**config.mk**
```make
export PLATFORM = sky130hd
export DESIGN_NAME = periph_addr_decode_flat
export DESIGN_NICKNAME = d
export VERILOG_FILES = /design/src/source/periph_pkg.sv /design/src/source/periph_bus_if.sv /design/src/source/periph_addr_decode.sv /design/src/flat_wrapper.sv
export VERILOG_INCLUDE_DIRS = /design/src /design/src/source
export SDC_FILE = /design/constraint.sdc
export NUM_CORES = 1
export LEC_CHECK = 0
export ABC_CLOCK_PERIOD_IN_PS = 1700
export BUFFER_PORTS_ARGS = -buffer_cell sky130_fd_sc_hd__buf_4
export CORE_AREA = 5 5 116 118
export CTS_CLUSTER_DIAMETER = 80
export CTS_CLUSTER_SIZE = 10
export DETAILED_ROUTE_END_ITERATION = 10
export DIE_AREA = 0 0 121 123
export SETUP_SLACK_MARGIN = 0.15
export SLEW_MARGIN = 20
export SYNTH_ARGS = -nofsm -noshare
export SYNTH_HDL_FRONTEND = slang
export SYNTH_SLANG_ARGS = --single-unit
```
**constraint.sdc**
```tcl
create_clock -name clk_i -period 1.7 [get_ports clk_i]
set_input_delay 0.085 -clock clk_i [delete_from_list [all_inputs] [get_ports clk_i]]
set_output_delay 0.085 -clock clk_i [all_outputs]
set_load 0.02 [all_outputs]
```
**src/source/periph_cfg.svh**
```systemverilog
// Peripheral subsystem configuration
// Bus widths, memory map, RNG FIFO sizing and the error word

`ifndef PERIPH_CFG_SVH
`define PERIPH_CFG_SVH

// Bus widths
`define PERIPH_DATA_W     32
`define PERIPH_ADDR_W     32
`define PERIPH_BE_W       4

// Memory map
`define PERIPH_BOOT_BASE  32'h0001_0000
`define PERIPH_BOOT_LEN   32'h400        // 256 words
`define PERIPH_GPIO_BASE  32'h4000_0000
`define PERIPH_GPIO_LEN   32'h40

// Random-number source
`define PERIPH_RNG_DEPTH  8
`define PERIPH_LFSR_SEED  32'h0000_0001
`define PERIPH_LFSR_TAPS  32'h8020_0003  // Galois form

`define PERIPH_ERR_WORD   32'hDEADBEEF

`endif

```
**src/source/periph_pkg.sv**
```systemverilog
// Peripheral subsystem types
// Request targets and GPIO register indices

`default_nettype none

package periph_pkg;

    // ------------------------------------------------------------
    // Address decoder target
    // ------------------------------------------------------------
    typedef enum logic [1:0]
    {
        REGION_BOOT,
        REGION_GPIO,
        REGION_NONE
    } region_e;

    // ------------------------------------------------------------
    // GPIO register index, from address bits 5:3
    // ------------------------------------------------------------
    typedef enum logic [2:0]
    {
        GPIO_SWITCH_LED = 3'd0,
        GPIO_RNG_DATA   = 3'd2,
        GPIO_RNG_STATUS = 3'd3
    } gpio_reg_e;

endpackage

`default_nettype wire

```
**src/source/periph_bus_if.sv**
```systemverilog
// Peripheral request bus
// One-cycle strobe request from the decoder, registered read data back

`timescale 1ns/1ps
`default_nettype none

`include "periph_cfg.svh"

interface periph_bus_if;

    logic                      req;    // One-cycle request strobe
    logic                      we;
    logic [`PERIPH_ADDR_W-1:0] addr;   // Full address, device uses low bits
    logic [`PERIPH_BE_W-1:0]   be;
    logic [`PERIPH_DATA_W-1:0] wdata;
    logic [`PERIPH_DATA_W-1:0] rdata;  // Valid the cycle after a read

    // Decoder side
    modport host (output req, we, addr, be, wdata, input rdata);

    // Device side
    modport device (input req, we, addr, be, wdata, output rdata);

endinterface

`default_nettype wire

```
**src/source/periph_addr_decode.sv**
```systemverilog
// Peripheral address decoder
// Routes each request to the boot RAM or GPIO block and selects the read data

`timescale 1ns/1ps
`default_nettype none

`include "periph_cfg.svh"

module periph_addr_decode
(
    input  wire logic                      clk_i,
    input  wire logic                      reset_i,
    input  wire logic                      req_i,
    input  wire logic                      we_i,
    input  wire logic [`PERIPH_ADDR_W-1:0] addr_i,
    input  wire logic [`PERIPH_BE_W-1:0]   be_i,
    input  wire logic [`PERIPH_DATA_W-1:0] wdata_i,
    output      logic [`PERIPH_DATA_W-1:0] rdata_o,
    output      logic                      rvalid_o,
    periph_bus_if.host                     boot_bus,
    periph_bus_if.host                     gpio_bus
);
    import periph_pkg::*;

    region_e region;
    region_e region_q;    // Target of the previous cycle's request
    logic    rd_q;

    // ------------------------------------------------------------
    // Address windows
    // ------------------------------------------------------------
    always_comb
    begin
        if (addr_i >= `PERIPH_BOOT_BASE && addr_i < `PERIPH_BOOT_BASE + `PERIPH_BOOT_LEN)
            region = REGION_BOOT;
        else if (addr_i >= `PERIPH_GPIO_BASE && addr_i < `PERIPH_GPIO_BASE + `PERIPH_GPIO_LEN)
            region = REGION_GPIO;
        else
            region = REGION_NONE;
    end

    // Strobe goes to the selected device only
    assign boot_bus.req   = req_i && (region == REGION_BOOT);
    assign boot_bus.we    = we_i;
    assign boot_bus.addr  = addr_i;
    assign boot_bus.be    = be_i;
    assign boot_bus.wdata = wdata_i;

    assign gpio_bus.req   = req_i && (region == REGION_GPIO);
    assign gpio_bus.we    = we_i;
    assign gpio_bus.addr  = addr_i;
    assign gpio_bus.be    = be_i;
    assign gpio_bus.wdata = wdata_i;

    // ------------------------------------------------------------
    // Response path
    // ------------------------------------------------------------
    always_ff @(posedge clk_i)
    begin
        if (reset_i)
        begin
            region_q <= REGION_NONE;
            rd_q     <= 1'b0;
        end
        else
        begin
            region_q <= region;
            rd_q     <= req_i && !we_i;  // Writes get no response
        end
    end

    assign rvalid_o = rd_q;

    always_comb
    begin
        case (region_q)
            REGION_BOOT: rdata_o = boot_bus.rdata;
            REGION_GPIO: rdata_o = gpio_bus.rdata;
            default:     rdata_o = `PERIPH_ERR_WORD;
        endcase
    end

endmodule

`default_nettype wire

```
**src/flat_wrapper.sv**
```systemverilog
// flat-port wrapper written by rule: the top's interface ports become plain ports
module periph_addr_decode_flat import periph_pkg::*;
  (clk_i, reset_i, req_i, we_i, addr_i, be_i, wdata_i, rdata_o, rvalid_o, boot_bus_req, boot_bus_we, boot_bus_addr, boot_bus_be, boot_bus_wdata, boot_bus_rdata, gpio_bus_req, gpio_bus_we, gpio_bus_addr, gpio_bus_be, gpio_bus_wdata, gpio_bus_rdata);
  periph_bus_if boot_bus_i ();
  periph_bus_if gpio_bus_i ();
  input  wire logic clk_i;
  input  wire logic reset_i;
  input  wire logic req_i;
  input  wire logic we_i;
  input  wire logic [`PERIPH_ADDR_W-1:0] addr_i;
  input  wire logic [`PERIPH_BE_W-1:0] be_i;
  input  wire logic [`PERIPH_DATA_W-1:0] wdata_i;
  output      logic [`PERIPH_DATA_W-1:0] rdata_o;
  output      logic rvalid_o;
  output wire logic [$bits(boot_bus_i.req)-1:0] boot_bus_req;
  output wire logic [$bits(boot_bus_i.we)-1:0] boot_bus_we;
  output wire logic [$bits(boot_bus_i.addr)-1:0] boot_bus_addr;
  output wire logic [$bits(boot_bus_i.be)-1:0] boot_bus_be;
  output wire logic [$bits(boot_bus_i.wdata)-1:0] boot_bus_wdata;
  input wire logic [$bits(boot_bus_i.rdata)-1:0] boot_bus_rdata;
  output wire logic [$bits(gpio_bus_i.req)-1:0] gpio_bus_req;
  output wire logic [$bits(gpio_bus_i.we)-1:0] gpio_bus_we;
  output wire logic [$bits(gpio_bus_i.addr)-1:0] gpio_bus_addr;
  output wire logic [$bits(gpio_bus_i.be)-1:0] gpio_bus_be;
  output wire logic [$bits(gpio_bus_i.wdata)-1:0] gpio_bus_wdata;
  input wire logic [$bits(gpio_bus_i.rdata)-1:0] gpio_bus_rdata;
  assign boot_bus_req = boot_bus_i.req;
  assign boot_bus_we = boot_bus_i.we;
  assign boot_bus_addr = boot_bus_i.addr;
  assign boot_bus_be = boot_bus_i.be;
  assign boot_bus_wdata = boot_bus_i.wdata;
  assign boot_bus_i.rdata = boot_bus_rdata;
  assign gpio_bus_req = gpio_bus_i.req;
  assign gpio_bus_we = gpio_bus_i.we;
  assign gpio_bus_addr = gpio_bus_i.addr;
  assign gpio_bus_be = gpio_bus_i.be;
  assign gpio_bus_wdata = gpio_bus_i.wdata;
  assign gpio_bus_i.rdata = gpio_bus_rdata;
  periph_addr_decode u_core (.clk_i(clk_i), .reset_i(reset_i), .req_i(req_i), .we_i(we_i), .addr_i(addr_i), .be_i(be_i), .wdata_i(wdata_i), .rdata_o(rdata_o), .rvalid_o(rvalid_o), .boot_bus(boot_bus_i), .gpio_bus(gpio_bus_i));
endmodule
```
# After elaboration in Yosys (flattened, before gate mapping)
# Index checks and enable logic that the tools add are counted.
[classes]
eq_ne = 2
mux = 3
n_lt_le_gt_ge = 4
reduce_logical = 8
[ops]
columns = ["operator", "count"]
rows = [
  ["one-hot mux 32 bit (2 select lines)", 1],
  ["greater-or-equal comparator 32 x 17 -> 1 bit (second input constant)", 1],
  ["greater-or-equal comparator 32 x 31 -> 1 bit (second input constant)", 1],
  ["less-than comparator 32 x 17 -> 1 bit (second input constant)", 1],
  ["less-than comparator 32 x 31 -> 1 bit (second input constant)", 1],
  ["logical AND 1 bit", 5],
  ["== test 2 x 1 -> 1 bit (second input constant)", 2],
  ["logical NOT 2 bit", 2],
  ["2-to-1 mux 2 bit", 2],
  ["logical NOT 1 bit", 1],
]
[totals]
word_cells = 19
inputBits = 136
register_bits = 3
output_inout_bits = 173

# Longest topological paths before layout
# Gate-level depths: netlist of run 1.
[depth]
word_depth = 6
mapped_depth = 5

# Worst setup path after synthesis of run 1
# OpenSTA, ideal clock, no wires.
[synth_timing]
path_type = "in2out"
start = "input port addr_i[19]"
end = "output port boot_bus_req"
path_buffers = 0
arrival_time_ns = 1.321
required_ns = 1.615
path_stages = 2
setup_slack_ns = 0.294
cell_sequence = "or4_4 -> nor4_1"
[synth_between]
elab_chain_len = 6
[synth_lines]
columns = ["item", "line_no", "text"]
rows = [
  ["start, declared", "flat_wrapper.sv:10", "input wire logic [`PERIPH_ADDR_W-1:0] addr_i;"],
  ["greater-or-equal comparator 32 x 31 -> 1 bit (no line) / less-than comparator 32 x 31 -> 1 bit (equally long branches)", "-", ""],
  ["logical AND 1 bit (no line)", "-", ""],
  ["2-to-1 mux 2 bit", "periph_addr_decode.sv:36", "else if (addr_i >= `PERIPH_GPIO_BASE && addr_i < `PERIPH_GPIO_BASE + `PERIPH_GPIO_LEN)"],
  ["2-to-1 mux 2 bit (*)", "periph_addr_decode.sv:34", "if (addr_i >= `PERIPH_BOOT_BASE && addr_i < `PERIPH_BOOT_BASE + `PERIPH_BOOT_LEN)"],
  ["logical NOT 2 bit (*)", "periph_addr_decode.sv:43", "assign boot_bus.req = req_i && (region == REGION_BOOT);"],
  ["logical AND 1 bit (*)", "periph_addr_decode.sv:43", ""],
  ["end, declared", "flat_wrapper.sv:15", "output wire logic [$bits(boot_bus_i.req)-1:0] boot_bus_req;"],
]
# Mark *: on every way between the ends. The rest lies on a longest branch, timed or not.

# Worst setup path after layout of run 1
[layout_timing]
start = "input port addr_i[23]"
end = "output port boot_bus_req"
# The elaborated chain is that of the path after synthesis.

==> impl_metrics.py, run 1 <==
metrics = {
    "outcome": {
        "run_status": "finished, final reports clean",
    },
    "timing": {
        "period_needed_ns": 1.40,
        "worst_pin_slew_ns": 0.375,
        "setup_repair_after_global_routing_missed_its_margin": "false",
        "timing.setup.tns_ns": 0,
        "timing.slew.headroom_pct": 74.8,
        "report.final.setup_viol": 0,
        "period_share_pct": 82.1,
        "final-hold-violation-count": 0,
        "hold-worst-slack_ns": 0.0422,
        "final_max_slew_violation_count": 0,
        "max_clock_freq_ghz": 0.716,
        "timing.final.ws_setup_ns": 0.304,
    },
    "drt": {
        "detailedRoute.firstPassIterationCount": 4,
        "vias": 1554,
        "routed_via_density": 3.48,
        "drtIter0Drc": 6,
        "drc": 0,
        "ant_nets": 0,
        "detail_route.wirelength_mm": 6.13,
        "detail_route.wl_per_cell_um": 13.7,
    },
    "synthesis": {
        "synthTopCellsByCount": "sky130_fd_sc_hd__buf_4, sky130_fd_sc_hd__a211o_1, sky130_fd_sc_hd__nor2b_1",
        "synth_enable_flop_cells": 0,
        "synth_top_cell_area_share_pct": 61.7,
        "synthesized_instance_count": 229,
        "syn_area_mm2": 0.00172,
        "synth.ff_latch_count": 3,
        "netlist_top_cells_area": "sky130_fd_sc_hd__buf_4, sky130_fd_sc_hd__a211o_1, sky130_fd_sc_hd__nor2b_1, sky130_fd_sc_hd__mux2i_1, sky130_fd_sc_hd__dfxtp_1",
        "async_reset_ff_share_pct": 0,
        "synth_sequential_area_ratio_pct": 3.50,
        "dominantRegCellSynth": "sky130_fd_sc_hd__dfxtp_1",
        "cell_with_the_most_instances_after_synthesis": "sky130_fd_sc_hd__buf_4",
        "synthesis_warning_total": 0,
        "synth_cell_type_count": 17,
        "syn_area_per_cell_um2": 7.49,
        "syn-num-nets": 365,
        "top_cell_type_by_total_area_after_synthesis": "sky130_fd_sc_hd__buf_4",
    },
    "power_and_ir_drop": {
        "leak_pwr_nw": 1.12,
        "power.total_mw": 0.862,
        "pwrdens_mw_per_mm2": 359,
        "peakVddDrop_mv": 0.509,
    },
    "global_routing": {
        "first_global_vias": 1644,
        "grt_max_degree": 41,
        "globalRouteTotalUtil_pct": 6.93,
        "grt_overflow": 0,
        "first_pass_grt_wire_length_mm": 8.13,
        "antenna_found_initial": 0,
    },
    "floorplan": {
        "die_height_um": 123,
        "floorplan.core_area_mm2": 0.0124,
        "num_io_pins": 309,
        "die_x_um": 121,
        "initial_core_util_pct": 13.9,
        "total_die_area_mm2": 0.0149,
        "fp-row-count": 41,
    },
    "flow_run": {
        "drv_cap": 0,
    },
    "place": {
        "dp_cells": 438,
        "place.gp.congestion": 0.764,
        "detailed_place_hpwl_mm": 5.14,
        "post_dp_cell_area_mm2": 0.00225,
        "io_buffers": 182,
        "post-place-ws_ns": 0.126,
    },
    "clocking": {
        "tritoncts": "done",
        "clock-root-buffer": "sky130_fd_sc_hd__clkbuf_16",
        "numClockSinks": 3,
        "clkTransAtPathRegs_ns": 0.03,
        "inserted_clock_buffers": 3,
        "ctsHtreeMaxLevel": 1,
        "maximum_clock_insertion_buffer_count": 2,
    },
    "worst_hold_path": {
        "timing.hold.worst_endpoint": "u_core.rvalid_o",
        "holdCritPathClass": "in -> reg",
        "min_delay_path_depth": 2,
        "worst_hold_start": "we_i",
    },
    "final_layout": {
        "final_standard_cell_count_with_taps_included_and_fillers_excluded": 447,
        "final.fill_count": 1371,
        "final_layout_size_suffix_gt1_share_pct": 71.3,
        "fin_area_mm2": 0.00240,
        "post_route_utilization_pct": 19.4,
        "num_antenna_cells": 0,
        "finish.net_count": 412,
        "syn2layout_area_growth_pct": 40.1,
    },
    "worst_setup_path": {
        "worst_ep_arrival_time_ns": 1.31,
        "worstPathRequired_ns": 1.62,
        "criticalPathCategory": "in -> out",
        "crit_top_cell": "sky130_fd_sc_hd__buf_4",
        "critical_path.startpoint_type": "input pin",
        "cpMaxStageDelayCell": "sky130_fd_sc_hd__nor4_1",
        "timing.critical_path.cells": "buf_4 -> nor4_2 -> nand4_1 -> nor4_1 -> buf_4",
        "max_fo_critical_path": 4,
        "worst_path_largest_cell_delay_ns": 0.33,
        "element_type_at_the_critical_path_end": "output pin",
    },
}
==> cells by family after synthesis <==
| group | Yosys count | synth area share [%] |
|---|---|---|
| AO/OA/AOI/OAI | 25 | 12.9 |
| buffers and inverters | 148 | 63.4 |
| AND/OR/NAND/NOR | 45 | 15.5 |
| multiplexers | 8 | 4.67 |
| flip-flops | 3 | 3.50 |
==> worst max-delay path: cells and delay by family <==
kind          cells  cell delay [ns]
buf+inv           2             0.31
simple gates      3             0.91
==> state kept, by name (all words and copies together) (netlist names) <==
name,flops
u_core.rvalid_o,1
u_core.region_q,2
==> layout make-up <==
cell class	count	area [um^2]	share of cell area (%)
Timing Repair Buffer	189	1460	60.8
Multi-Input combinational cell	78	581	24.2
Tap cell	172	215	8.95
Clock buffer	4	78.8	3.28
Sequential cell	3	63.8	2.65
Inverter	1	3.75	0.156
==> worst max-delay path by stage <==
stage                                  start      endpoint  slack [ns]  cells after the start
final                             addr_i[23]  boot_bus_req        0.30                      5
after global routing              addr_i[23]  boot_bus_req        0.17                      5
after CTS                 u_core.region_q[0]    rdata_o[7]        0.14                      4
after detailed placement          addr_i[23]  gpio_bus_req        0.13                      5
after global placement            addr_i[23]  gpio_bus_req        0.13                      5
after floorplan                   addr_i[19]  boot_bus_req        0.29                      2
==> routing by layer <==
layer	up-vias	global-route usage, %	share of wire (%)
li1	712	-	-
met1	683	5.76	29
met2	142	14.1	54
met3	17	2.24	14
met4	0	3.97	3.2
met5	-	0	0
==> power by group <==
part           total (mW)  switching [mW]  internal (mW)  leakage, nW
Sequential         0.0706        0.000307         0.0703       0.0252
Clock               0.374          0.0642          0.309       0.0382
Combinational       0.418           0.179          0.238         1.06
Total               0.862           0.244          0.618         1.12
==> what timing repair did <==
action                     CTS  global route
gates resized for setup      2             1
pin swaps                    1             1
buffers inserted             0             4
hold buffers                 0             0
setup endpoints to repair   26            19
gates cloned                 0             1
==> cells in the final DEF, fill, tap and decap left out, drive strengths merged, types with 3 or more instances in the layout <==
master  instances
nor4            8
buf           188
clkbuf          5
nor2            8
nor2b          24
a211o          24
dfxtp           3
mux2i           8
(Power assumes the default switching activity.)
==> inputs of run 2 (changes only) <==
- ABC_CLOCK_PERIOD_IN_PS: 1700 -> 1150
- CORE_AREA: 5 5 116 118 -> 5 5 118 120
- DIE_AREA: 0 0 121 123 -> 0 0 123 125
- clock period: 1.7 -> 1.15 ns (I/O delays scaled with it)
==> run 2 against run 1 <==
Effect of this change:
- the flow now finishes with violations (setup timing)
- via count grew 9.1%
- global-route usage grew 0.58 points
- final cell count grew 6.5%
- count of clock-buffer cells in the layout did not move
- non-clock buffer count rose by 25
- sequential power increased by 47%
- setup slack got worse by 0.54 ns
- power grew 57%
- wire length increased by 11%
- critical path type is now reg -> out
==> impl_metrics.py, run 2 (synthesis gave the netlist of run 1 again) <==
metrics = {
    "outcome": {
        "run_status": "finished, violations left",
        "violations": "setup timing",
    },
    "worst_setup_path": {
        "cpMaxStageDelayCell": "sky130_fd_sc_hd__dfxtp_4",
        "cp.buffers_inverters": 3,
        "worst_ep_arrival_time_ns": 1.33,
        "criticalPathCategory": "reg -> out",
        "element_type_at_the_critical_path_end": "output pin",
        "worst_path_largest_cell_delay_ns": 0.35,
        "critical_path.startpoint_type": "flip-flop",
        "max_fo_critical_path": 14,
        "critical_path.top_delay_family": "buffers and inverters",
        "timing.critical_path.cells": "buf_12 -> buf_16 -> a211o_4 -> buf_6",
        "worstPathRequired_ns": 1.09,
    },
    "timing": {
        "timing.setup.tns_ns": -6.93,
        "timing.final.ws_setup_ns": -0.241,
        "final-hold-violation-count": 0,
        "hold-worst-slack_ns": 0.00802,
        "final_max_slew_violation_count": 0,
        "worst_pin_slew_ns": 0.251,
        "setup_repair_after_global_routing_missed_its_margin": "true",
        "report.final.setup_viol": 34,
        "period_needed_ns": 1.39,
        "period_share_pct": 121,
        "timing.slew.headroom_pct": 83.1,
        "max_clock_freq_ghz": 0.719,
    },
    "place": {
        "io_buffers": 182,
        "place.gp.congestion": 0.703,
        "post_dp_cell_area_mm2": 0.00248,
        "detailed_place_hpwl_mm": 5.03,
    },
    "final_layout": {
        "final_layout_size_suffix_gt1_share_pct": 81.0,
        "finish.net_count": 437,
        "final_common_cell": "sky130_fd_sc_hd__buf_4",
        "syn2layout_area_growth_pct": 73.7,
        "mostFrequentLayoutCells": "sky130_fd_sc_hd__buf_4, sky130_fd_sc_hd__buf_6, sky130_fd_sc_hd__nor2b_1",
        "final.fill_count": 1385,
        "most_flop_heavy_register": "u_core.region_q",
        "fin_area_mm2": 0.00298,
        "num_antenna_cells": 0,
        "largest_register_ffs": 2,
    },
    "drt": {
        "drc": 0,
        "vias": 1696,
        "drtIter0Drc": 25,
        "routed_via_density": 3.56,
        "detail_route.wirelength_mm": 6.83,
        "ant_nets": 0,
        "detail_route.wl_per_cell_um": 14.3,
        "detailedRoute.firstPassIterationCount": 4,
    },
    "floorplan": {
        "total_die_area_mm2": 0.0154,
        "num_io_pins": 309,
        "floorplan.core_area_mm2": 0.0129,
        "initial_core_util_pct": 13.3,
        "fp-row-count": 42,
        "die_height_um": 125,
        "die_x_um": 123,
    },
    "clocking": {
        "ctsHtreeMaxLevel": 1,
        "maximum_clock_insertion_buffer_count": 2,
        "numClockSinks": 3,
        "tritoncts": "done",
        "clkTransAtPathRegs_ns": 0.03,
        "inserted_clock_buffers": 3,
        "clock-root-buffer": "sky130_fd_sc_hd__clkbuf_16",
    },
    "global_routing": {
        "first_global_vias": 1850,
        "first_pass_grt_wire_length_mm": 9.21,
        "antenna_found_initial": 0,
        "globalRouteTotalUtil_pct": 7.51,
        "grt_overflow": 0,
        "grt_max_degree": 33,
    },
    "power_and_ir_drop": {
        "leak_pwr_nw": 1.36,
        "peakVddDrop_mv": 0.265,
        "pwrdens_mw_per_mm2": 454,
    },
    "flow_run": {
        "drv_cap": 0,
    },
    "worst_hold_path": {
        "min_delay_path_depth": 2,
        "timing.hold.worst_endpoint": "u_core.region_q[0]",
        "holdCritPathClass": "in -> reg",
        "worst_hold_start": "reset_i",
    },
}
[run 2: report_power, final]
part / switching [mW] / internal [mW] / total [mW]
logic: 0.293 / 0.408 / 0.702
registers: 0.000430 / 0.104 / 0.104
clock network: 0.0905 / 0.457 / 0.548
total: 0.384 / 0.969 / 1.35
[run 2: layout make-up]
| cell class | count | area, um^2 | area share, % |
|---|---|---|---|
| Sequential cell | 3 | 63.8 | 2.14 |
| Inverter | 1 | 3.75 | 0.126 |
| Clock buffer | 4 | 78.8 | 2.65 |
| Multi-Input combinational cell | 78 | 724 | 24.3 |
| Timing Repair Buffer | 214 | 1890 | 63.4 |
| Tap cell | 176 | 220 | 7.39 |
[run 2: worst max-delay path by stage]
stage,startpoint,to,slack (ns),cells after the start
2_1_floorplan,u_core.region_q[0],rdata_o[15],0.03,4
3_3_place_gp,addr_i[23],boot_bus_req,-0.26,7
3_5_place_dp,addr_i[23],boot_bus_req,-0.25,7
4_1_cts,u_core.region_q[0],rdata_o[13],-0.25,5
5_1_grt,u_core.region_q[0],rdata_o[5],-0.27,5
6_report,u_core.region_q[0],rdata_o[0],-0.24,4
[run 2: per-layer routing]
metal / up-vias / GRT usage, % / part of all wire [%]
li1: 767 / - / -
met2: 162 / 14.4 / 52
met1: 761 / 7.35 / 32
met5: - / 0 / 0
met4: 0 / 1.76 / 0.95
met3: 6 / 3.16 / 15
[run 2: metrics by stage]
stage	cells	power [mW]	util, %	worst slack (ns)
floorplan	229	0.867	-	0.0306
global placement	460	0.770	19.3	-0.263
detailed placement	460	0.777	19.3	-0.249
CTS	475	1.35	22.3	-0.250
global route	476	1.42	23.1	-0.271
finish	476	1.35	23.1	-0.241
[run 2: repair_timing]
| action | in CTS | in global routing |
|---|---|---|
| buffers inserted | 7 | 0 |
| gates cloned | 4 | 1 |
| resized for setup | 40 | 18 |
| hold buffers | 0 | 0 |
| pin swaps | 11 | 11 |
| setup endpoints to repair | 36 | 36 |
