`src/source/periph_cfg.svh`:
```
// Peripheral subsystem configuration
// Bus widths, memory map, RNG FIFO sizing and the error word

`ifndef PERIPH_CFG_SVH
`define PERIPH_CFG_SVH

// Bus widths
`define PERIPH_DATA_W     32
`define PERIPH_ADDR_W     32
`define PERIPH_BE_W       4

// Memory map
`define PERIPH_BOOT_BASE  32'h0001_0000
`define PERIPH_BOOT_LEN   32'h400        // 256 words
`define PERIPH_GPIO_BASE  32'h4000_0000
`define PERIPH_GPIO_LEN   32'h40

// Random-number source
`define PERIPH_RNG_DEPTH  8
`define PERIPH_LFSR_SEED  32'h0000_0001
`define PERIPH_LFSR_TAPS  32'h8020_0003  // Galois form

`define PERIPH_ERR_WORD   32'hDEADBEEF

`endif

```
`src/source/periph_pkg.sv`:
```
// Peripheral subsystem types
// Request targets and GPIO register indices

`default_nettype none

package periph_pkg;

    // ------------------------------------------------------------
    // Address decoder target
    // ------------------------------------------------------------
    typedef enum logic [1:0]
    {
        REGION_BOOT,
        REGION_GPIO,
        REGION_NONE
    } region_e;

    // ------------------------------------------------------------
    // GPIO register index, from address bits 5:3
    // ------------------------------------------------------------
    typedef enum logic [2:0]
    {
        GPIO_SWITCH_LED = 3'd0,
        GPIO_RNG_DATA   = 3'd2,
        GPIO_RNG_STATUS = 3'd3
    } gpio_reg_e;

endpackage

`default_nettype wire

```
`src/source/periph_bus_if.sv`:
```
// Peripheral request bus
// One-cycle strobe request from the decoder, registered read data back

`timescale 1ns/1ps
`default_nettype none

`include "periph_cfg.svh"

interface periph_bus_if;

    logic                      req;    // One-cycle request strobe
    logic                      we;
    logic [`PERIPH_ADDR_W-1:0] addr;   // Full address, device uses low bits
    logic [`PERIPH_BE_W-1:0]   be;
    logic [`PERIPH_DATA_W-1:0] wdata;
    logic [`PERIPH_DATA_W-1:0] rdata;  // Valid the cycle after a read

    // Decoder side
    modport host (output req, we, addr, be, wdata, input rdata);

    // Device side
    modport device (input req, we, addr, be, wdata, output rdata);

endinterface

`default_nettype wire

```
`src/source/periph_rng_fifo.sv`:
```
// Hardware random-number source
// Galois LFSR that keeps a small circular FIFO topped up

`timescale 1ns/1ps
`default_nettype none

`include "periph_cfg.svh"

module periph_rng_fifo
(
    input  wire logic                                      clk_i,
    input  wire logic                                      reset_i,
    input  wire logic                                      pop_i,
    output      logic [`PERIPH_DATA_W-1:0]                 head_o,
    output      logic [$clog2(`PERIPH_RNG_DEPTH + 1)-1:0]  count_o,
    output      logic                                      full_o,
    output      logic                                      empty_o
);

    localparam int DEPTH = `PERIPH_RNG_DEPTH;
    localparam int PTR_W = $clog2(DEPTH);
    localparam int CNT_W = $clog2(DEPTH + 1);

    logic [`PERIPH_DATA_W-1:0] lfsr_q;
    logic [`PERIPH_DATA_W-1:0] lfsr_next;
    logic [`PERIPH_DATA_W-1:0] mem [DEPTH];
    logic [PTR_W-1:0]          wr_ptr;
    logic [PTR_W-1:0]          rd_ptr;
    logic [CNT_W-1:0]          count_q;
    logic                      push;
    logic                      pop_ok;

    assign full_o  = (count_q == CNT_W'(DEPTH));
    assign empty_o = (count_q == '0);
    assign count_o = count_q;
    assign head_o  = mem[rd_ptr];

    assign push   = !full_o;            // Refill whenever there is room
    assign pop_ok = pop_i && !empty_o;  // Pop on empty is dropped

    // Shift right, fold in the taps when a one drops out
    assign lfsr_next = lfsr_q[0] ? ((lfsr_q >> 1) ^ `PERIPH_LFSR_TAPS) : (lfsr_q >> 1);

    // ------------------------------------------------------------
    // Generator and pointers
    // ------------------------------------------------------------
    always_ff @(posedge clk_i)
    begin
        if (reset_i)
        begin
            lfsr_q  <= `PERIPH_LFSR_SEED;
            wr_ptr  <= '0;
            rd_ptr  <= '0;
            count_q <= '0;
        end
        else
        begin
            if (push)
            begin
                lfsr_q <= lfsr_next;
                wr_ptr <= (wr_ptr == PTR_W'(DEPTH - 1)) ? '0 : wr_ptr + 1'b1;
            end
            if (pop_ok)
                rd_ptr <= (rd_ptr == PTR_W'(DEPTH - 1)) ? '0 : rd_ptr + 1'b1;
            if (push && !pop_ok)
                count_q <= count_q + 1'b1;
            else if (pop_ok && !push)
                count_q <= count_q - 1'b1;
        end
    end

    // Storage, current state goes in before the step
    always_ff @(posedge clk_i)
    begin
        if (push)
            mem[wr_ptr] <= lfsr_q;
    end

endmodule

`default_nettype wire

```
`src/source/periph_gpio_regs.sv`:
```
// GPIO register block
// LED output, DIP switch input and access to the hardware RNG FIFO

`timescale 1ns/1ps
`default_nettype none

`include "periph_cfg.svh"

module periph_gpio_regs
(
    input  wire logic       clk_i,
    input  wire logic       reset_i,
    input  wire logic [7:0] switches_i,
    output      logic [7:0] leds_o,
    periph_bus_if.device    bus
);
    import periph_pkg::*;

    localparam int CNT_W = $clog2(`PERIPH_RNG_DEPTH + 1);

    gpio_reg_e                 reg_sel;
    logic                      pop;
    logic [`PERIPH_DATA_W-1:0] rng_head;
    logic [CNT_W-1:0]          rng_count;
    logic                      rng_full;
    logic                      rng_empty;

    assign reg_sel = gpio_reg_e'(bus.addr[5:3]);

    // A write to the data register consumes the head
    assign pop = bus.req && bus.we && (reg_sel == GPIO_RNG_DATA);

    periph_rng_fifo i_rng_fifo
    (
        .clk_i   (clk_i),
        .reset_i (reset_i),
        .pop_i   (pop),
        .head_o  (rng_head),
        .count_o (rng_count),
        .full_o  (rng_full),
        .empty_o (rng_empty)
    );

    // ------------------------------------------------------------
    // LED register
    // ------------------------------------------------------------
    always_ff @(posedge clk_i)
    begin
        if (reset_i)
            leds_o <= '0;
        else if (bus.req && bus.we && reg_sel == GPIO_SWITCH_LED && bus.be[0])
            leds_o <= bus.wdata[7:0];
    end

    // Registered read data, one cycle after the request
    always_ff @(posedge clk_i)
    begin
        if (bus.req && !bus.we)
        begin
            case (reg_sel)
                GPIO_SWITCH_LED: bus.rdata <= {{(`PERIPH_DATA_W-8){1'b0}}, switches_i};
                GPIO_RNG_DATA:   bus.rdata <= rng_head;  // Peek, no pop
                GPIO_RNG_STATUS:
                    bus.rdata <= {rng_full, rng_empty,
                                  {(`PERIPH_DATA_W-2-CNT_W){1'b0}}, rng_count};
                default:         bus.rdata <= `PERIPH_ERR_WORD;
            endcase
        end
    end

endmodule

`default_nettype wire

```
`src/flat_wrapper.sv`:
```
// flat-port wrapper written by rule: the top's interface ports become plain ports
module periph_gpio_regs_flat import periph_pkg::*;
  (clk_i, reset_i, switches_i, leds_o, bus_req, bus_we, bus_addr, bus_be, bus_wdata, bus_rdata);
  periph_bus_if bus_i ();
  input  wire logic clk_i;
  input  wire logic reset_i;
  input  wire logic [7:0] switches_i;
  output      logic [7:0] leds_o;
  input wire logic [$bits(bus_i.req)-1:0] bus_req;
  input wire logic [$bits(bus_i.we)-1:0] bus_we;
  input wire logic [$bits(bus_i.addr)-1:0] bus_addr;
  input wire logic [$bits(bus_i.be)-1:0] bus_be;
  input wire logic [$bits(bus_i.wdata)-1:0] bus_wdata;
  output wire logic [$bits(bus_i.rdata)-1:0] bus_rdata;
  assign bus_i.req = bus_req;
  assign bus_i.we = bus_we;
  assign bus_i.addr = bus_addr;
  assign bus_i.be = bus_be;
  assign bus_i.wdata = bus_wdata;
  assign bus_rdata = bus_i.rdata;
  periph_gpio_regs u_core (.clk_i(clk_i), .reset_i(reset_i), .switches_i(switches_i), .leds_o(leds_o), .bus(bus_i));
endmodule
```
`config.mk`:
```
export PLATFORM = sky130hd
export DESIGN_NAME = periph_gpio_regs_flat
export DESIGN_NICKNAME = d
export VERILOG_FILES = /design/src/source/periph_pkg.sv /design/src/source/periph_bus_if.sv /design/src/source/periph_rng_fifo.sv /design/src/source/periph_gpio_regs.sv /design/src/flat_wrapper.sv
export VERILOG_INCLUDE_DIRS = /design/src /design/src/source
export SDC_FILE = /design/constraint.sdc
export NUM_CORES = 1
export LEC_CHECK = 0
export BUFFER_PORTS_ARGS = -buffer_cell sky130_fd_sc_hd__buf_2
export CAP_MARGIN = 20
export CORE_ASPECT_RATIO = 0.75
export CORE_MARGIN = 10
export CORE_UTILIZATION = 25
export CTS_CLUSTER_DIAMETER = 150
export CTS_CLUSTER_SIZE = 24
export DETAILED_ROUTE_END_ITERATION = 8
export PLACE_DENSITY_LB_ADDON = 0.15
export SLEW_MARGIN = 15
export SYNTH_ARGS = -nofsm -noshare
export SYNTH_HDL_FRONTEND = slang
export SYNTH_SLANG_ARGS = --single-unit
```
`constraint.sdc`:
```
create_clock -name clk_i -period 8.6 [get_ports clk_i]
set_input_delay 2.15 -clock clk_i [delete_from_list [all_inputs] [get_ports clk_i]]
set_output_delay 2.15 -clock clk_i [all_outputs]
set_load 0.03 [all_outputs]
```
Word-level counts from Yosys, hierarchy flattened. Memories as Yosys holds them, arrays and structs flattened. A register that Yosys moved wholly into a read port is not among the register bits. Cells that the tools add are included.

Register bits after elaboration: 82. RAM bits: 256. Input bits: 80. Output and inout port bits: 40. Word-level logic and storage cells: 41. Memories: 1.

$add $sub $neg: 4. Equality and inequality tests: 5. Muxes and demuxes: 9. Bitwise operators: 1. Reductions and logical operators: 15.

Memories: u_core.i_rng_fifo.mem (words 8, width 32, rd ports 1, clocked after memory_dff 1, write ports 1, line periph_rng_fifo.sv:26) `` logic [`PERIPH_DATA_W-1:0] mem [DEPTH]; ``.

Operators by type and width (count): $pmux W32 S3 (1); $mux W32 (1); $mux W3 (4); $logic_and A1 B1 Y1 (8); $mux W4 (2); $add A3 B1 Y3 const B (2); $eq A3 B2 Y1 const B (2); $eq A3 B3 Y1 const B (2); $add A4 B1 Y4 const B (1); $eq A4 B4 Y1 const B (1); $logic_not A1 Y1 (4); $logic_not A4 Y1 (1); $not A3 Y4 (1); $sub A4 B1 Y4 const B (1); $logic_not A3 Y1 (1); $reduce_bool A2 Y1 (1); $mux W1 (1).

Logic depth before layout (Yosys ltp). Gate-level depths: netlist of run 1.

Depth after elaboration: 6. Mapped depth: 12. Gate-level depth less buffers: 10.

Hierarchy. Synthesis of run 1 repeated with hierarchy kept, for this count alone.

Cells, all modules: 716. Area total of the unflattened synthesis: 13350.3 µm².

By module, submodules not included: periph_rng_fifo (instances 1, cells each 583, area each 11561.1 µm²); periph_gpio_regs (instances 1, cells each 133, area each 1789.2 µm²).

Worst setup path after synthesis of run 1. Ideal clock, no wire load.

Path kind: input to register. From: input bus_addr[4]. To: register u_core.i_rng_fifo.count_q[3], in the netlist u_core.i_rng_fifo.count_o[3]. Library setup time: 123 ps. Data arrival time: 4395 ps. Required time: 8477 ps. Slack: 4082 ps. Stages: 12. Buffers on the path: 2. Path through: buf_4 -> or3b_1 -> buf_4 -> nor3_4 -> inv_1 -> ha_1 -> inv_1 -> ha_1 -> a21oi_1 -> a211oi_1 -> a31oi_1 -> mux2_1.

Cells in the longest elaborated chain, start to end: 6.

RTL lines: start: declaration (line flat_wrapper.sv:11) `input wire logic [$bits(bus_i.addr)-1:0] bus_addr;`; $eq A3 B2 Y1 (*) (line periph_gpio_regs.sv:31) `assign pop = bus.req && bus.we && (reg_sel == GPIO_RNG_DATA);`; $logic_and A1 B1 Y1 (*) (line periph_gpio_regs.sv:31); $logic_and A1 B1 Y1 (*) (line periph_rng_fifo.sv:39) `assign pop_ok = pop_i && !empty_o;`; $logic_not A1 Y1 (line periph_rng_fifo.sv:65) `if (push && !pop_ok)`; $logic_and A1 B1 Y1 (line periph_rng_fifo.sv:65); $mux W4 / $reduce_bool A2 Y1 (equally long branches); end signal: assignment (line periph_rng_fifo.sv:66) `count_q <= count_q + 1'b1;`; end signal: assignment (line periph_rng_fifo.sv:68) `count_q <= count_q - 1'b1;`; end: declaration (line periph_rng_fifo.sv:29) `logic [CNT_W-1:0] count_q;`.

Every way passes the cells marked *; elsewhere a longest branch is shown, timed or not. A chain may end at the register's enable or synchronous reset.

Worst setup path in the final report of run 1.
From: input bus_addr[5]. To: register u_core.i_rng_fifo.count_q[3], in the netlist u_core.i_rng_fifo.count_o[3].

The elaborated chain is that of the path after synthesis.

==> results.txt, run 1 <==
----------------------------------------------------
[Floorplanning]
  I/O Pins ... 120
  Floorplan Core Area ... 0.0513 mm^2
  Starting density of the core ... 25.2%
  Standard-cell rows ... 72
  Vert. Die Dim ... 217 um
  Die outline width ... 283 um
  Area of the die ... 0.0613 mm^2

[Clocking]
  Post-CTS setup repair buffer count ... 0
  Number of hold buffers added after CTS ... 0
  Clock slew seen by the registers of the worst setup and hold paths ... 0.09 ns
  H-tree level count ... 1
  Clock network latency to the later pin of the worst-skew pair ... 0.53 ns
  Root buffer cell ... sky130_fd_sc_hd__clkbuf_16
  Number of clock buffers inserted by TritonCTS ... 18
  Sink Count ... 341
  Clock tree from TritonCTS ... done
  Number of buffers between clock root and the deepest sink ... 3
  Post-CTS resize count ... 0

[STA]
  Unrepaired setup endpoints after global routing ... false
  Peak Freq ... 0.235 GHz
  Final count of hold timing violations ... 0
  Setup violations, final ... 0
  Final worst setup slack ... 4.34 ns
  Final min period ... 4.26 ns
  Count of final max-slew check failures ... 0
  Setup skew after layout ... 0.0315 ns
  Crit share post-route ... 49.6%
  Setup TNS ... 0 ns
  Relative slew margins ... 24.3%
  Transition time at the pin with the least slew margin ... 1.13 ns

[Detailed routing]
  Detail-routed net length per standard cell ... 22.3 um
  First-pass iteration count of the detailed router ... 4
  Antenna viol nets, final ... 0
  Number of DRC markers in iteration 0 ... 608
  Final wirelength ... 33,200 um
  Mean number of vias per cell ... 4.44
  Remaining design rule violation count ... 0
  Via total after detailed routing ... 6,595

[Worst setup path]
  Required time of the worst setup path ... 9.01 ns
  Data arrival time at the worst-slack endpoint ... 4.67 ns
  Cells along the critical path ... buf_2 > or3b_1 > nor3_4 > inv_1 > ha_1 > inv_1 > ha_1 > a21oi_1 > a211oi_1 > a31oi_1 > mux2_1
  Number of buffer and inverter stages on the critical path ... 3
  Crit-path max FO ... 14
  Worst setup path category ... in -> reg
  Largest incremental delay on the critical path ... 0.50 ns
  Kind of end point of the critical path ... flip-flop
  Master of the slowest instance on the critical path ... sky130_fd_sc_hd__or3b_1
  Startpoint type of the worst setup path ... input pin
  Top delay family on crit path ... simple AND/OR/NAND/NOR gates

[Global route]
  First-pass GRT wire length ... 48,900 um
  Number of antenna violations at the first check in global routing ... 0
  Number of global-route vias before repair ... 6,919
  Remaining Overflow, GRT ... 0
  Pin count of the biggest net entering global routing ... 52
  Gr usage total ... 10.7%

[Logic synthesis]
  Sequential element share of the synthesized area ... 75.1%
  Unique cell type count in the Yosys netlist ... 40
  Mean Syn Cell Area ... 17.4 um^2
  Ys flop type ... sky130_fd_sc_hd__edfxtp_1
  Ys Warns ... 0
  Total of flip-flops plus latches after synthesis ... 341
  Proportion of register bits with asynchronous set or reset after synthesis ... 0%
  Post-Syn Area ... 0.0129 mm^2
  Synthesized instance count ... 743
  Post-synth net total ... 831
  Number of synthesized flops with an enable pin ... 288

[Power and ir drop]
  Worst vdd ir ... 0.121 mV
  Static power due to leakage ... 0.00467 uW
  Overall Power ... 3540 uW
  PwrDens ... 241 mW/mm^2

[Finish]
  Area growth from synthesis to final layout ... 13.5%
  Fin nets ... 897
  Fraction of layout cells with a size suffix above 1 ... 22.0%
  Finished Core Util ... 28.6%
  Number of antenna cells inserted ... 0

[Placed design]
  Detailed placement HPWL ... 18,700 um
  Post-placement worst setup slack ... 3.77 ns
  Number of input and output port buffers inserted ... 63
  Gpl congestion ... 0.678

[Flow run]
  Maximum Capacitance Violations ... 0

[Status]
  Status ... completed

[Worst hold path]
  Hold crit path type ... reg -> reg

----------------------------------------------------
## worst min-delay path, stage by stage, from the launching register on
cell	delay (ns)
sky130_fd_sc_hd__dfxtp_1	0.34
sky130_fd_sc_hd__mux2i_1	0.06
sky130_fd_sc_hd__nor2_1	0.07
## sequential cells by signal, indices dropped and copies added, names as in the netlist, named ones only
signal                     cells
u_core.i_rng_fifo.mem        256
u_core.bus.rdata              32
u_core.i_rng_fifo.lfsr_q      32
u_core.leds_o                  8
u_core.i_rng_fifo.count_o      4
u_core.i_rng_fifo.rd_ptr       3
u_core.i_rng_fifo.wr_ptr       3
## stage by stage
stage          hold WS [ns]  std cells  area [um^2]
5_1_grt               0.536       1487        14700
3_5_place_dp          0.480       1455        14100
6_report              0.501       1487        14700
4_1_cts               0.509       1487        14700
3_3_place_gp          0.469       1454        14100
2_1_floorplan         0.492        743        12900
## area by class of cell
cell class,instances,area (um^2)
fillers,5126,36700
flip-flops and latches,341,9710
clock inverters,1,20.0
clock buffers,31,520
repair buffers,88,510
inverters,5,18.8
well taps,666,833
multi-input cells,355,3050
## synth_stat cells, drive strengths merged, types with 3 or more instances
| master | count | share of area (%) |
|---|---|---|
| inv | 5 | 0.15 |
| a21o | 5 | 0.29 |
| buf | 22 | 1.0 |
| mux2i | 13 | 1.0 |
| nand3b | 4 | 0.23 |
| o41ai | 9 | 0.61 |
| nor2 | 45 | 1.3 |
| mux4 | 55 | 9.6 |
| a211oi | 12 | 0.70 |
| dfxtp | 53 | 8.2 |
| a21oi | 45 | 1.7 |
| xnor2 | 3 | 0.20 |
| ha | 7 | 0.68 |
| clkbuf | 20 | 0.58 |
| nand2b | 4 | 0.19 |
| nor4 | 3 | 0.26 |
| nand2 | 86 | 2.5 |
| nor3 | 6 | 0.32 |
| nor2b | 20 | 0.97 |
| edfxtp | 288 | 67 |
| a221o | 6 | 0.46 |
| a22oi | 9 | 0.52 |
| a2111oi | 10 | 0.68 |
| o21ai | 4 | 0.15 |
## final timing paths
check / startpoint / end / slack, ns / depth (start not counted)
worst max-delay path: bus_addr[5] / u_core.i_rng_fifo.count_o[3] / 4.34 / 11
worst min-delay path: u_core.leds_o[4] / u_core.leds_o[4] / 0.50 / 2
worst max register to register: u_core.i_rng_fifo.count_o[0] / u_core.i_rng_fifo.mem[6][19] / 5.14 / 6
worst min register to register: u_core.leds_o[4] / u_core.leds_o[4] / 0.50 / 2
## per-layer routing
| layer | wire length [um] | GRT usage (%) | up-vias |
|---|---|---|---|
| met5 | 0 | 0 | - |
| li1 | - | - | 3016 |
| met4 | 451 | 1.82 | 0 |
| met1 | 16500 | 16.0 | 3437 |
| met2 | 14800 | 16.0 | 111 |
| met3 | 1420 | 2.02 | 31 |
## logic make-up (layout without fill, tap and decap cells)
kind of cell | Yosys count | count (layout) | share of synthesized area (%)
buffers and inverters | 47 | 125 | 1.77
flip-flops | 341 | 341 | 75.1
XOR/XNOR | 4 | 4 | 0.271
multiplexers | 69 | 69 | 10.7
AND/OR/NAND/NOR | 172 | 172 | 6.04
AO/OA/AOI/OAI | 102 | 102 | 5.27
adder cells (fa/ha/maj) | 8 | 8 | 0.833
## report_power, final
part	switching, uW	leakage [uW]	internal [uW]
clock	542	0.000258	425
combinational	297	0.00126	160
sequential	84.6	0.00314	2030
total	923	0.00467	2610
## layout by cell type, fill, tap and decap left out, drive strengths merged
master / synthesis / layout
nor2b: 20 / 20
a21oi: 45 / 45
a21o: 5 / 5
mux4: 55 / 55
buf: 22 / 88
fa: 1 / 1
nand2: 86 / 86
nor2: 45 / 45
or3b: 1 / 1
dfxtp: 53 / 53
a22oi: 9 / 9
ha: 7 / 7
nand2b: 4 / 4
nor4b: 1 / 1
and3: 1 / 1
a211oi: 12 / 12
nor4: 3 / 3
edfxtp: 288 / 288
a2111oi: 10 / 10
mux2i: 13 / 13
a31oi: 1 / 1
mux2: 1 / 1
nor3: 6 / 6
nand3: 1 / 1
o21bai: 1 / 1
nand3b: 4 / 4
inv: 5 / 6
clkbuf: 20 / 31
a221o: 6 / 6
o21ai: 4 / 4
xor2: 1 / 1
o41ai: 9 / 9
xnor2: 3 / 3
Note: power is estimated with default switching activity, not from simulation.
==> run 2: changes to the inputs <==
--- a/config.mk
+++ b/config.mk
@@ -6,6 +6,7 @@
 export SDC_FILE = /design/constraint.sdc
 export NUM_CORES = 1
 export LEC_CHECK = 0
+export ABC_AREA = 1
 export BUFFER_PORTS_ARGS = -buffer_cell sky130_fd_sc_hd__buf_2
 export CAP_MARGIN = 20
 export CORE_ASPECT_RATIO = 0.75
==> constraint.sdc (replaced) <==
create_clock -name clk_i -period 3.5 [get_ports clk_i]
set_input_delay 0.875 -clock clk_i [delete_from_list [all_inputs] [get_ports clk_i]]
set_output_delay 0.875 -clock clk_i [all_outputs]
set_load 0.03 [all_outputs]
==> run 2 against run 1 <==
Against the previous run: first-iteration DRC count rose by 1.8%; clock skew fell by 0.0041 ns; clock power rose by 150%; synthesized cell count rose by 58%; global-route usage rose by 0.49 points; die area rose by 3.5%; final cell count rose by 31%; critical path type is now reg -> reg; design area rose by 3.5%; via count rose by 27%; register-to-register slack got worse by 4.1 ns; non-clock buffer count rose by 2; hold slack got worse by 0.015 ns.
==> results.txt, run 2 <==
----------------------------------------------------
[Global route]
  Pin count of the biggest net entering global routing ... 97 (+87%)
  First-pass GRT wire length ... 54,200 um (+11%)
  Remaining Overflow, GRT ... 0 (unchanged)
  Number of global-route vias before repair ... 8,306 (+20%)
  Gr usage total ... 11.2% (+0.49 points)
  Number of antenna violations at the first check in global routing ... 0 (unchanged)

[Floorplanning]
  Die outline width ... 287 um (+1.8%)
  Area of the die ... 0.0634 mm^2 (+3.5%)
  Standard-cell rows ... 73 (+1.4%)
  Floorplan Core Area ... 0.0531 mm^2 (+3.3%)
  Starting density of the core ... 25.3% (+0.11 points)
  I/O Pins ... 120 (unchanged)
  Vert. Die Dim ... 221 um (+1.7%)

[Detailed routing]
  Final wirelength ... 36,300 um (+9.6%)
  Number of DRC markers in iteration 0 ... 619 (+1.8%)
  Antenna viol nets, final ... 0 (unchanged)
  First-pass iteration count of the detailed router ... 4 (unchanged)
  Via total after detailed routing ... 8,394 (+27%)
  Mean number of vias per cell ... 4.32 (-2.6%)
  Detail-routed net length per standard cell ... 18.7 um (-16%)
  Remaining design rule violation count ... 0 (unchanged)

[Clocking]
  Clock slew seen by the registers of the worst setup and hold paths ... 0.10 ns (about the same)
  Sink Count ... 341 (unchanged)
  Root buffer cell ... sky130_fd_sc_hd__clkbuf_16
  H-tree level count ... 1 (unchanged)
  Post-CTS resize count ... 0 (unchanged)
  Number of clock buffers inserted by TritonCTS ... 18 (unchanged)
  Post-CTS setup repair buffer count ... 0 (unchanged)
  Number of buffers between clock root and the deepest sink ... 3 (unchanged)
  Clock tree from TritonCTS ... done
  Number of hold buffers added after CTS ... 0 (unchanged)
  Clock network latency to the later pin of the worst-skew pair ... 0.53 ns (about the same)

[Worst hold path]
  Hold crit path type ... reg -> reg

[Logic synthesis]
  Synth cell count leaders ... sky130_fd_sc_hd__nor2_1, sky130_fd_sc_hd__edfxtp_1, sky130_fd_sc_hd__nand2_1, sky130_fd_sc_hd__o21ai_0, sky130_fd_sc_hd__nand3_1
  Largest family of logic cells by synthesized area ... simple AND/OR/NAND/NOR gates
  Area share of and/or/nand/nor cells after synthesis ... 16.1% (+10 points)
  Synthesized instance count ... 1,174 (+58%)
  Ys Warns ... 0 (unchanged)
  Ys flop type ... sky130_fd_sc_hd__edfxtp_1
  Top cell type by total area after synthesis ... sky130_fd_sc_hd__edfxtp_1
  Total of flip-flops plus latches after synthesis ... 341 (unchanged)
  Most used standard cell by instance count after synthesis ... sky130_fd_sc_hd__nor2_1
  Post-Syn Area ... 0.0134 mm^2 (+3.8%)
  Post-synthesis compound-gate area fraction ... 6.98% (+1.7 points)
  Share of synthesized area spent on multiplexers ... 0% (-11 points)
  Fraction of synthesized cell area taken by the top area cell type ... 64.5% (-2.5 points)
  Mean Syn Cell Area ... 11.4 um^2 (-34%)
  Number of synthesized flops with an enable pin ... 288 (unchanged)
  Area share of xor/xnor cells in the synthesized design ... 0.326% (+0.055 points)
  Leading post-synthesis cells by cell area ... sky130_fd_sc_hd__edfxtp_1, sky130_fd_sc_hd__nor2_1, sky130_fd_sc_hd__dfxtp_1, sky130_fd_sc_hd__o21ai_0, sky130_fd_sc_hd__nand2_1
  Proportion of register bits with asynchronous set or reset after synthesis ... 0% (unchanged)
  Sequential element share of the synthesized area ... 72.4% (-2.8 points)
  Unique cell type count in the Yosys netlist ... 28 (-30%)
  Post-synth net total ... 1,262 (+52%)
  Adder and majority gate portion of the synthesized area ... 0.802% (-0.031 points)

[STA]
  Peak Freq ... 0.400 GHz
  Setup TNS ... 0 ns (unchanged)
  Crit share post-route ... 71.4%
  Setup violations, final ... 0 (unchanged)
  Relative slew margins ... 37.9% (+14 points)
  Transition time at the pin with the least slew margin ... 0.930 ns (-0.196 ns)
  Unrepaired setup endpoints after global routing ... false
  Setup skew after layout ... 0.0274 ns (-0.00405 ns)
  Final min period ... 2.50 ns
  Hold_ws ... 0.486 ns (-0.0146 ns)
  Final count of hold timing violations ... 0 (unchanged)
  Count of final max-slew check failures ... 0 (unchanged)

[Worst setup path]
  Worst setup path category ... reg -> reg
  Kind of end point of the critical path ... flip-flop
  Startpoint type of the worst setup path ... flip-flop
  Master of the slowest instance on the critical path ... sky130_fd_sc_hd__nand3_2
  Largest incremental delay on the critical path ... 0.52 ns (+0.02 ns)
  Most used cell along the critical path ... sky130_fd_sc_hd__nand2_1
  Required time of the worst setup path ... 3.97 ns (-5.04 ns)
  Crit-path max FO ... 22 (+8)
  Data arrival time at the worst-slack endpoint ... 2.97 ns (-1.70 ns)
  Cells along the critical path ... nand3_2 > ha_1 > inv_1 > ha_1 > nand2_1 > nand2_1 > nor2_1 > nand2_1 > nand2_1 > nand2_1 > a21oi_1

[Placed design]
  Number of input and output port buffers inserted ... 63 (unchanged)
  Detailed placement HPWL ... 19,600 um (+4.7%)
  Gpl congestion ... 0.747 (+10%)

[Finish]
  Fraction of layout cells with a size suffix above 1 ... 10.5% (-12 points)
  Most frequent cells in the layout ... sky130_fd_sc_hd__nor2_1, sky130_fd_sc_hd__edfxtp_1, sky130_fd_sc_hd__nand2_1
  Largest reg by FF count ... u_core.i_rng_fifo.mem
  Most common library cell in the layout ignoring fill and taps ... sky130_fd_sc_hd__nor2_1
  Registers with the highest flip-flop counts ... u_core.i_rng_fifo.mem x256, u_core.bus.rdata x32, u_core.i_rng_fifo.lfsr_q x32
  Finished Core Util ... 28.6% (+0.037 points)
  Area growth from synthesis to final layout ... 13.1%
  Number of flip-flops under the largest register name ... 256 (unchanged)
  Fin nets ... 1,307 (+46%)

[Flow run]
  Maximum Capacitance Violations ... 0 (unchanged)

[Power and ir drop]
  PwrDens ... 644 mW/mm^2 (+170%)
  Worst vdd ir ... 0.338 mV (+180%)
  Static power due to leakage ... 0.00531 uW (+14%)

[Status]
  Status ... completed

----------------------------------------------------
## run 2: cell types whose count changed in the layout (fill, tap and decap cells not counted), moves of 36 or more
cell                      before  now
sky130_fd_sc_hd__a21oi_1      45    9
sky130_fd_sc_hd__nand3_1       1   79
sky130_fd_sc_hd__nor2_1       40  294
sky130_fd_sc_hd__o21ai_0       4  142
sky130_fd_sc_hd__nand2_1      86  158
sky130_fd_sc_hd__mux4_2       55    0
## run 2: worst paths after layout
check,startpoint,end,cells past startpoint,slack (ns)
setup / recovery,u_core.i_rng_fifo.count_o[3],u_core.i_rng_fifo.count_o[3],11,1.00
hold / removal,u_core.leds_o[0],u_core.leds_o[0],2,0.49
setup reg to reg,u_core.i_rng_fifo.count_o[3],u_core.i_rng_fifo.count_o[3],11,1.00
hold reg to reg,u_core.leds_o[0],u_core.leds_o[0],2,0.49
## run 2: area by class of cell
type                       count  area (um^2)
sequential                   341         9720
tap                          712          891
multi-input combinational    737         3310
inverter                      31          118
antenna                        1         2.50
clock inverter                 1         20.0
clock buffer                  31          520
fill                        5475        37900
timing repair buffer          90          593
## run 2: per-layer routing
metal  track usage (%)  wire (um)  up-vias
met5                 0          0        -
met2              18.1      16800       85
met3              1.49        957       28
met1              16.1      18100     4158
met4              1.69        473        0
li1                  -          -     4123
## run 2: kinds of logic after synthesis
family	Yosys count
and+or+nand+nor	544
DFF	341
AOI/OAI and AO/OA	180
buffers and inverters	96
adders and majority gates	8
xor gates and xnor gates	5
## run 2: worst max-delay path, delay by kind of cell, from the launching register on
family	cells	cell delay (ns)
and+or+nand+nor	7	0.93
adders and majority gates	2	0.77
DFF	1	0.51
buffers and inverters	1	0.13
AOI/OAI and AO/OA	1	0.10
## run 2: report_power, final
group	internal [uW]	switching, uW
clock network	1040	1350
logic	487	1150
registers	5350	377
total	6880	2880
## run 2: through the flow
step	cell area, um^2	power (uW)	instances	setup WS [ns]
after floorplan	13400	6760	1174	0.760
after global placement	14600	7490	1911	0.766
after detailed placement	14600	7500	1911	0.801
after CTS	15200	9930	1943	0.961
after global routing	15200	10300	1943	0.678
final	15200	9770	1944	1.00
